**src/hdl/bsmac_pkg.sv**
```systemverilog
package bsmac_pkg;

    // Array geometry
    localparam int NUM_ROWS = 16;
    localparam int NUM_COLS = 4;

    // Activations are two's complement
    localparam int ACT_BITS = 8;

    // Magnitude bits config, legal range 1 to 7
    localparam int MAG_BITS_W = 3;

    // ADC range shift config, 0 to 3
    localparam int SHIFT_W = 2;

    // Signed ADC output code
    localparam int ADC_BITS = 5;

    // Signed shift-accumulator
    localparam int ACC_BITS = 16;

    // Scaled result, room for the largest range shift
    localparam int OUT_BITS = ACC_BITS + 3;

    // Longest pipeline is max magnitude bits plus ADC and accumulate stages
    localparam int TRACK_DEPTH = (2 ** MAG_BITS_W - 1) + 2;

    // Weight row address
    localparam int ROW_ADDR_W = $clog2(NUM_ROWS);

endpackage

```
**src/hdl/act_serializer.sv**
```systemverilog
module act_serializer
    import bsmac_pkg::*;
(
    input  logic                               clk,
    input  logic                               nrst,
    input  logic [MAG_BITS_W-1:0]              cfg_mag_bits_i,
    input  logic [NUM_ROWS-1:0][ACT_BITS-1:0]  act_i,
    input  logic                               load_i,
    output logic [NUM_ROWS-1:0]                trit_p_o,
    output logic [NUM_ROWS-1:0]                trit_n_o
);

    // Magnitudes never exceed 7 bits after saturation
    logic [NUM_ROWS-1:0][ACT_BITS-2:0] mag_p_q;
    logic [NUM_ROWS-1:0][ACT_BITS-2:0] mag_n_q;
    logic [NUM_ROWS-1:0][ACT_BITS-2:0] mag_p_d;
    logic [NUM_ROWS-1:0][ACT_BITS-2:0] mag_n_d;
    logic [ACT_BITS-1:0]               sat_limit;
    logic [ACT_BITS-1:0]               abs_val [NUM_ROWS];
    logic [ACT_BITS-1:0]               sat_mag [NUM_ROWS];

    always_comb begin
        // Largest magnitude that N bits can carry
        sat_limit = (ACT_BITS'(1) << cfg_mag_bits_i) - ACT_BITS'(1);
        for (int r = 0; r < NUM_ROWS; r++) begin
            // -128 comes out as 8'h80 here and is saturated below
            abs_val[r] = act_i[r][ACT_BITS-1] ? -act_i[r] : act_i[r];
            sat_mag[r] = (abs_val[r] > sat_limit) ? sat_limit : abs_val[r];

            // Sign picks which side carries the magnitude
            if (act_i[r][ACT_BITS-1]) begin
                mag_p_d[r] = '0;
                mag_n_d[r] = sat_mag[r][ACT_BITS-2:0];
            end else begin
                mag_p_d[r] = sat_mag[r][ACT_BITS-2:0];
                mag_n_d[r] = '0;
            end
        end
    end

    always_ff @(posedge clk) begin
        if (!nrst) begin
            mag_p_q <= '0;
            mag_n_q <= '0;
        end else if (load_i) begin
            mag_p_q <= mag_p_d;
            mag_n_q <= mag_n_d;
        end else begin
            // Next bit-plane, LSB first
            for (int r = 0; r < NUM_ROWS; r++) begin
                mag_p_q[r] <= mag_p_q[r] >> 1;
                mag_n_q[r] <= mag_n_q[r] >> 1;
            end
        end
    end

    always_comb begin
        for (int r = 0; r < NUM_ROWS; r++) begin
            trit_p_o[r] = mag_p_q[r][0];
            trit_n_o[r] = mag_n_q[r][0];
        end
    end

    // A row is either positive or negative, so a trit is never both
    trit_exclusive_a: assert property (
        @(posedge clk) disable iff (!nrst)
        (trit_p_o & trit_n_o) == '0
    );

endmodule

```
**src/hdl/weight_store.sv**
```systemverilog
module weight_store
    import bsmac_pkg::*;
(
    input  logic                               clk,
    input  logic                               nrst,
    input  logic                               wgt_we_i,
    input  logic [ROW_ADDR_W-1:0]              wgt_addr_i,
    input  logic [NUM_COLS-1:0]                wgt_data_i,
    output logic [NUM_ROWS-1:0][NUM_COLS-1:0]  weights_o
);

    // One binary weight per cell
    logic [NUM_ROWS-1:0][NUM_COLS-1:0] cells_q;

    always_ff @(posedge clk) begin
        if (!nrst) begin
            cells_q <= '0;
        end else if (wgt_we_i) begin
            cells_q[wgt_addr_i] <= wgt_data_i;
        end
    end

    // Every cell drives the array at once
    assign weights_o = cells_q;

    // Address must be known and name a real row
    wgt_addr_range_a: assert property (
        @(posedge clk) disable iff (!nrst)
        wgt_we_i |-> (!$isunknown(wgt_addr_i) && int'(wgt_addr_i) < NUM_ROWS)
    );

endmodule

```
**src/hdl/column_adc.sv**
```systemverilog
module column_adc
    import bsmac_pkg::*;
(
    input  logic                               clk,
    input  logic                               nrst,
    input  logic [SHIFT_W-1:0]                 cfg_range_shift_i,
    input  logic [NUM_ROWS-1:0]                trit_p_i,
    input  logic [NUM_ROWS-1:0]                trit_n_i,
    input  logic [NUM_ROWS-1:0][NUM_COLS-1:0]  weights_i,
    output logic [NUM_COLS-1:0][ADC_BITS-1:0]  adc_code_o
);

    // Sum spans -NUM_ROWS..NUM_ROWS
    logic signed [ROW_ADDR_W+1:0] col_sum     [NUM_COLS];
    logic signed [ROW_ADDR_W+1:0] col_shifted [NUM_COLS];
    logic signed [ADC_BITS-1:0]   code_d      [NUM_COLS];
    logic signed [ADC_BITS-1:0]   code_q      [NUM_COLS];
    logic        [ROW_ADDR_W+1:0] active_rows;

    always_comb begin
        for (int c = 0; c < NUM_COLS; c++) begin
            col_sum[c] = '0;
            for (int r = 0; r < NUM_ROWS; r++) begin
                if (weights_i[r][c]) begin
                    col_sum[c] = col_sum[c] + $signed({1'b0, trit_p_i[r]})
                                            - $signed({1'b0, trit_n_i[r]});
                end
            end

            // Coarser ADC range
            col_shifted[c] = col_sum[c] >>> cfg_range_shift_i;

            // Saturate to the code range
            if (col_shifted[c] > 2 ** (ADC_BITS - 1) - 1) begin
                code_d[c] = ADC_BITS'(2 ** (ADC_BITS - 1) - 1);
            end else if (col_shifted[c] < -(2 ** (ADC_BITS - 1))) begin
                code_d[c] = ADC_BITS'(-(2 ** (ADC_BITS - 1)));
            end else begin
                code_d[c] = col_shifted[c][ADC_BITS-1:0];
            end
        end
    end

    always_ff @(posedge clk) begin
        if (!nrst) begin
            for (int c = 0; c < NUM_COLS; c++) begin
                code_q[c] <= '0;
            end
        end else begin
            for (int c = 0; c < NUM_COLS; c++) begin
                code_q[c] <= code_d[c];
            end
        end
    end

    always_comb begin
        for (int c = 0; c < NUM_COLS; c++) begin
            adc_code_o[c] = code_q[c];
        end
    end

    // Rows driven by a nonzero trit in this plane
    assign active_rows = ($bits(active_rows))'($countones(trit_p_i | trit_n_i));

    // Registered code stays in range and within reach of last plane's rows
    generate
        for (genvar c = 0; c < NUM_COLS; c++) begin : g_code_chk
            adc_code_bound_a: assert property (
                @(posedge clk) disable iff (!nrst)
                ##1 ((code_q[c] >= 0 ? int'(code_q[c]) : -int'(code_q[c]))
                     <= int'($past(active_rows)))
            );
        end
    endgenerate

endmodule

```
**src/hdl/shift_accumulator.sv**
```systemverilog
module shift_accumulator
    import bsmac_pkg::*;
(
    input  logic                               clk,
    input  logic                               nrst,
    input  logic [MAG_BITS_W-1:0]              cfg_mag_bits_i,
    input  logic [SHIFT_W-1:0]                 cfg_range_shift_i,
    input  logic [NUM_COLS-1:0][ADC_BITS-1:0]  adc_code_i,
    input  logic                               first_bit_i,
    output logic [NUM_COLS-1:0][OUT_BITS-1:0]  res_o
);

    logic signed [ACC_BITS-1:0] acc_q [NUM_COLS];
    logic signed [ACC_BITS-1:0] term  [NUM_COLS];
    logic [MAG_BITS_W-1:0]      top_shift;

    // Each code enters at weight 2^(N-1) and moves down one bit per plane
    assign top_shift = cfg_mag_bits_i - MAG_BITS_W'(1);

    always_comb begin
        for (int c = 0; c < NUM_COLS; c++) begin
            term[c] = ACC_BITS'(signed'(adc_code_i[c])) <<< top_shift;
        end
    end

    always_ff @(posedge clk) begin
        if (!nrst) begin
            for (int c = 0; c < NUM_COLS; c++) begin
                acc_q[c] <= '0;
            end
        end else begin
            for (int c = 0; c < NUM_COLS; c++) begin
                if (first_bit_i) begin
                    // LSB plane starts a fresh sum
                    acc_q[c] <= term[c];
                end else begin
                    acc_q[c] <= (acc_q[c] >>> 1) + term[c];
                end
            end
        end
    end

    // Undo the ADC range shift on the way out
    always_comb begin
        for (int c = 0; c < NUM_COLS; c++) begin
            res_o[c] = OUT_BITS'(acc_q[c]) <<< cfg_range_shift_i;
        end
    end

endmodule

```
**src/hdl/seq_ctrl.sv**
```systemverilog
module seq_ctrl
    import bsmac_pkg::*;
(
    input  logic                   clk,
    input  logic                   nrst,
    input  logic [MAG_BITS_W-1:0]  cfg_mag_bits_i,
    input  logic                   act_valid_i,
    output logic                   ready_o,
    output logic                   load_o,
    output logic                   first_bit_o,
    output logic                   res_valid_o
);

    // Stage j holds a token during the cycle after edge E+j
    logic [TRACK_DEPTH-1:0]  tracker_q;
    logic [TRACK_DEPTH-1:0]  busy_mask;
    logic [TRACK_DEPTH-1:0]  flight_mask;
    logic [MAG_BITS_W:0]     res_stage;
    logic                    accept;

    // Serializer is busy until its last plane is on the wires
    assign busy_mask   = (TRACK_DEPTH'(1) << (cfg_mag_bits_i - MAG_BITS_W'(1)))
                         - TRACK_DEPTH'(1);
    // Stages 0..N, up to the last accumulate
    assign flight_mask = (TRACK_DEPTH'(1) << ({1'b0, cfg_mag_bits_i} + 1'b1))
                         - TRACK_DEPTH'(1);
    assign res_stage   = {1'b0, cfg_mag_bits_i} + 1'b1;

    assign ready_o     = (tracker_q & busy_mask) == '0;
    assign accept      = act_valid_i && ready_o;
    assign load_o      = accept;
    assign first_bit_o = tracker_q[1];
    assign res_valid_o = tracker_q[res_stage];

    always_ff @(posedge clk) begin
        if (!nrst) begin
            tracker_q <= '0;
        end else begin
            tracker_q <= {tracker_q[TRACK_DEPTH-2:0], accept};
        end
    end

    mag_bits_nonzero_a: assert property (
        @(posedge clk) disable iff (!nrst)
        accept |-> (cfg_mag_bits_i != '0)
    );

    // Acceptances N apart leave room for only two vectors up to the last add
    max_two_in_flight_a: assert property (
        @(posedge clk) disable iff (!nrst)
        $countones(tracker_q & flight_mask) <= 2
    );

endmodule

```
**src/hdl/bsmac_top.sv**
```systemverilog
module bsmac_top
    import bsmac_pkg::*;
(
    input  logic                               clk,
    input  logic                               nrst,

    // Held stable while vectors are in flight
    input  logic [MAG_BITS_W-1:0]              cfg_mag_bits_i,
    input  logic [SHIFT_W-1:0]                 cfg_range_shift_i,

    input  logic [NUM_ROWS-1:0][ACT_BITS-1:0]  act_i,
    input  logic                               act_valid_i,
    output logic                               ready_o,

    input  logic                               wgt_we_i,
    input  logic [ROW_ADDR_W-1:0]              wgt_addr_i,
    input  logic [NUM_COLS-1:0]                wgt_data_i,

    // No back-pressure on results
    output logic                               res_valid_o,
    output logic [NUM_COLS-1:0][OUT_BITS-1:0]  res_o
);

    logic                               load;
    logic                               first_bit;
    logic [NUM_ROWS-1:0]                trit_p;
    logic [NUM_ROWS-1:0]                trit_n;
    logic [NUM_ROWS-1:0][NUM_COLS-1:0]  weights;
    logic [NUM_COLS-1:0][ADC_BITS-1:0]  adc_code;

    seq_ctrl seq_ctrl_i (
        .clk            (clk),
        .nrst           (nrst),
        .cfg_mag_bits_i (cfg_mag_bits_i),
        .act_valid_i    (act_valid_i),
        .ready_o        (ready_o),
        .load_o         (load),
        .first_bit_o    (first_bit),
        .res_valid_o    (res_valid_o)
    );

    act_serializer act_serializer_i (
        .clk            (clk),
        .nrst           (nrst),
        .cfg_mag_bits_i (cfg_mag_bits_i),
        .act_i          (act_i),
        .load_i         (load),
        .trit_p_o       (trit_p),
        .trit_n_o       (trit_n)
    );

    weight_store weight_store_i (
        .clk        (clk),
        .nrst       (nrst),
        .wgt_we_i   (wgt_we_i),
        .wgt_addr_i (wgt_addr_i),
        .wgt_data_i (wgt_data_i),
        .weights_o  (weights)
    );

    // Digital stand-in for the analog array and its ADCs
    column_adc column_adc_i (
        .clk               (clk),
        .nrst              (nrst),
        .cfg_range_shift_i (cfg_range_shift_i),
        .trit_p_i          (trit_p),
        .trit_n_i          (trit_n),
        .weights_i         (weights),
        .adc_code_o        (adc_code)
    );

    shift_accumulator shift_accumulator_i (
        .clk               (clk),
        .nrst              (nrst),
        .cfg_mag_bits_i    (cfg_mag_bits_i),
        .cfg_range_shift_i (cfg_range_shift_i),
        .adc_code_i        (adc_code),
        .first_bit_i       (first_bit),
        .res_o             (res_o)
    );

endmodule

```
**config.mk**
```make
export PLATFORM = sky130hd
export DESIGN_NAME = bsmac_top
export DESIGN_NICKNAME = d
export VERILOG_FILES = /design/src/hdl/bsmac_pkg.sv /design/src/hdl/act_serializer.sv /design/src/hdl/weight_store.sv /design/src/hdl/column_adc.sv /design/src/hdl/shift_accumulator.sv /design/src/hdl/seq_ctrl.sv /design/src/hdl/bsmac_top.sv
export SDC_FILE = /design/constraint.sdc
export NUM_CORES = 2
export LEC_CHECK = 0
export ABC_AREA = 1
export BUFFER_PORTS_ARGS = -buffer_cell sky130_fd_sc_hd__buf_4
export CORE_ASPECT_RATIO = 1.2
export CORE_MARGIN = 10
export CORE_UTILIZATION = 65
export CTS_CLUSTER_SIZE = 20
export DETAILED_ROUTE_END_ITERATION = 10
export GPL_TIMING_DRIVEN = 0
export PLACE_DENSITY = 0.92
export SYNTH_ARGS = -nofsm -noshare
export SYNTH_HDL_FRONTEND = slang
export SYNTH_HIERARCHICAL = 1
export SYNTH_SLANG_ARGS = --single-unit
```
**constraint.sdc**
```tcl
create_clock -name clk -period 17.4 [get_ports clk]
set_input_delay 1.74 -clock clk [delete_from_list [all_inputs] [get_ports clk]]
set_output_delay 1.74 -clock clk [all_outputs]
set_load 0.02 [all_outputs]
```
==> impl_metrics.ini <==
[worst_setup_path]
endpoint_kind = register
crit_fanout = 8
start_kind = register
rrSetupSlack_ns = 2.21
slowest_stage = fa_1
slowest_delay_ns = 0.57
worstPathRequired_ns = 17.91
arrival_ns = 15.70
path_common_cell = nand2_1
crit_type = reg2reg

[clocking]
cts_setup_buffers = 0
numCtsBuffers = 42
cts.clk_slew.worst_paths_ns = 0.07
cts_resized = 0
cts-root-buf = clkbuf_16
cts_htree_levels = 2
holdBufCountCts = 0
cts_buffer_depth = 3
clk-insertion-delay-late_ns = 0.59
cts_sinks = 381
cts_tree = done

[detailed_routing]
routed_wl_mm = 142
vias = 52400
drc_errors = 0
drt_pre_antenna_iters = 6
wire_per_inst_um = 15.5
dr.first_iter.drc_count = 4476
viasPerCell = 5.72
ant_nets = 0

[cells_and_area]
antenna_cells = 0
area_delta_synth_final_pct = 9.28
nets = 8749
drive_gt1_share_pct = 12.7
stdcell_count = 9162

[placement]
place_ws_ns = 2.38
dp_hpwl_mm = 113
io_buffer_count = 221
dp_cells = 9085
place.gp.congestion = 0.976

[logic_synthesis]
syn_area_sq_um = 49100
synth_top_area_share_pct = 16.1
synth_area_per_cell_sq_um = 6.32
synth.area.top_cells = nand2_1 16%, dfxtp_1 13%, ha_1 12%
synth_common_cells = 2107 x nand2_1, 1030 x inv_1, 817 x nand3_1, 502 x a21oi_1, 480 x nor2_1
synth_warnings = 6
synth_cell_types = 78
syn_inst = 7778
synth_edf_count = 64
synth_most_common_cell = nand2_1
ys_seq_area_share_pct = 16.8
synth_top_cell_by_area = nand2_1
async_reset_ff_share_pct = 0
ys.flop_type = dfxtp_1
synth-seq-cells = 381

[sta]
fin_ws_ns = 2.21
finalMaxSlewViolations = 0
hold_slack_ns = 0.434
layout_min_cycle_time_ns = 15.19
finalCritPeriodShare_pct = 87.3
rsz0062_at_grt = false
worst_pin_slew_ns = 1.12
skew_ns = 0.0172
finalSetupTns_ns = 0
maxSlewHeadroom_pct = 25.3
setup_viol = 0
final-hold-violation-count = 0
fmax_ghz = 0.0658

[status]
status = completed

[global_route]
first_global_vias = 49300
grt_pass1_wl_mm = 230
met3_usage_pct = 3.69
use_met1_pct = 35.3
antenna_found_initial = 1
grt_busiest_layer = met2
grt_use_met2_pct = 55.8
grt_max_degree = 26
grt_overflow = 0
track_usage_pct = 30.9

[power]
peakVddDrop_mv = 0.0675
p_leak_nw = 28.4
finalPower_w = 0.00400
power_density_nw_per_um2 = 74.4

[worst_hold_path]
hold_class = reg2reg

[floorplan]
die_area_sq_um = 87000
rows = 110
initial_core_util_pct = 65.5
fp.coreArea_sq_um = 75000
die_w_um = 271
ios = 223
dieHeight_um = 321

[run]
drv_cap = 0
[path summary, 6_finish.rpt]
path / start / endpoint / depth (start not counted)
setup reg to reg: act_serializer_i/trit_p_o[0] / column_adc_i/code_q[0][2] / 87
setup / recovery: act_serializer_i/trit_p_o[0] / column_adc_i/code_q[0][2] / 87
hold / removal: act_serializer_i/mag_p_q[109] / act_serializer_i/mag_p_q[108] / 2
hold reg to reg: act_serializer_i/mag_p_q[109] / act_serializer_i/mag_p_q[108] / 2
[registers in the layout, indices dropped and copies added, names as in the netlist]
| register | count |
|---|---|
| act_serializer_i/trit_p_o | 16 |
| act_serializer_i/trit_n_o | 16 |
| column_adc_i/code_q | 20 |
| seq_ctrl_i/tracker_q | 9 |
| weight_store_i/weights_o | 64 |
| act_serializer_i/mag_p_q | 96 |
| act_serializer_i/mag_n_q | 96 |
| shift_accumulator_i/acc_q | 64 |
[cell families after synthesis]
group / share of synthesized area (%)
AO/OA/AOI/OAI: 13.3
adder cells (fa/ha/maj): 12.7
XOR/XNOR: 6.42
AND/OR/NAND/NOR: 36.9
buffers and inverters: 11.9
other: 0.0153
flip-flops: 16.8
multiplexers: 2.00
[where the power goes]
part | total [W] | internal (W) | leakage [nW] | switching [W]
clock network | 0.000895 | 0.000493 | 0.686 | 0.000402
registers | 0.00102 | 0.000968 | 3.23 | 0.0000488
logic | 0.00208 | 0.000745 | 24.5 | 0.00134
[routing by layer]
metal / part of all wire, % / routed length [um]
met1: 39 / 55000
met4: 5.5 / 7750
met3: 7.2 / 10200
met5: 0.0092 / 13
met2: 49 / 68900
[layout by cell type (no fill, tap or decap), types with 98 or more instances in the layout]
cell type / instances
inv_1: 1030
nand3_1: 817
mux2i_1: 98
dfxtp_1: 317
buf_4: 277
nand2_1: 2107
nand3_2: 111
nor2_1: 480
o21ai_0: 345
xor2_1: 285
ha_1: 459
nand2_2: 137
a21oi_1: 502
[layout make-up]
cell class | instances | area (sq um)
flip-flops and latches | 381 | 8270
plain buffers | 236 | 1540
well taps | 1008 | 1260
inverters | 1144 | 4320
fillers | 6170 | 21300
repair buffers | 221 | 1660
clock inverters | 27 | 191
clock buffers | 50 | 1150
multi-input cells | 6095 | 35300
[critical path: cells and delay by family (launching register included)]
family / cells / cell delay, ns
compound gates: 15 / 3.59
simple gates: 25 / 2.20
fa+ha+maj: 18 / 5.60
flops: 1 / 0.34
xor+xnor: 9 / 1.86
buf+inv: 20 / 1.54
[per-stage QoR]
step	instance area [sq um]	utilization (%)
2_1_floorplan	49400	-
3_3_place_gp	52300	69.8
3_5_place_dp	52300	69.8
4_1_cts	53700	71.6
5_1_grt	53700	71.6
6_report	53700	71.6
(Power assumes the default switching activity.)
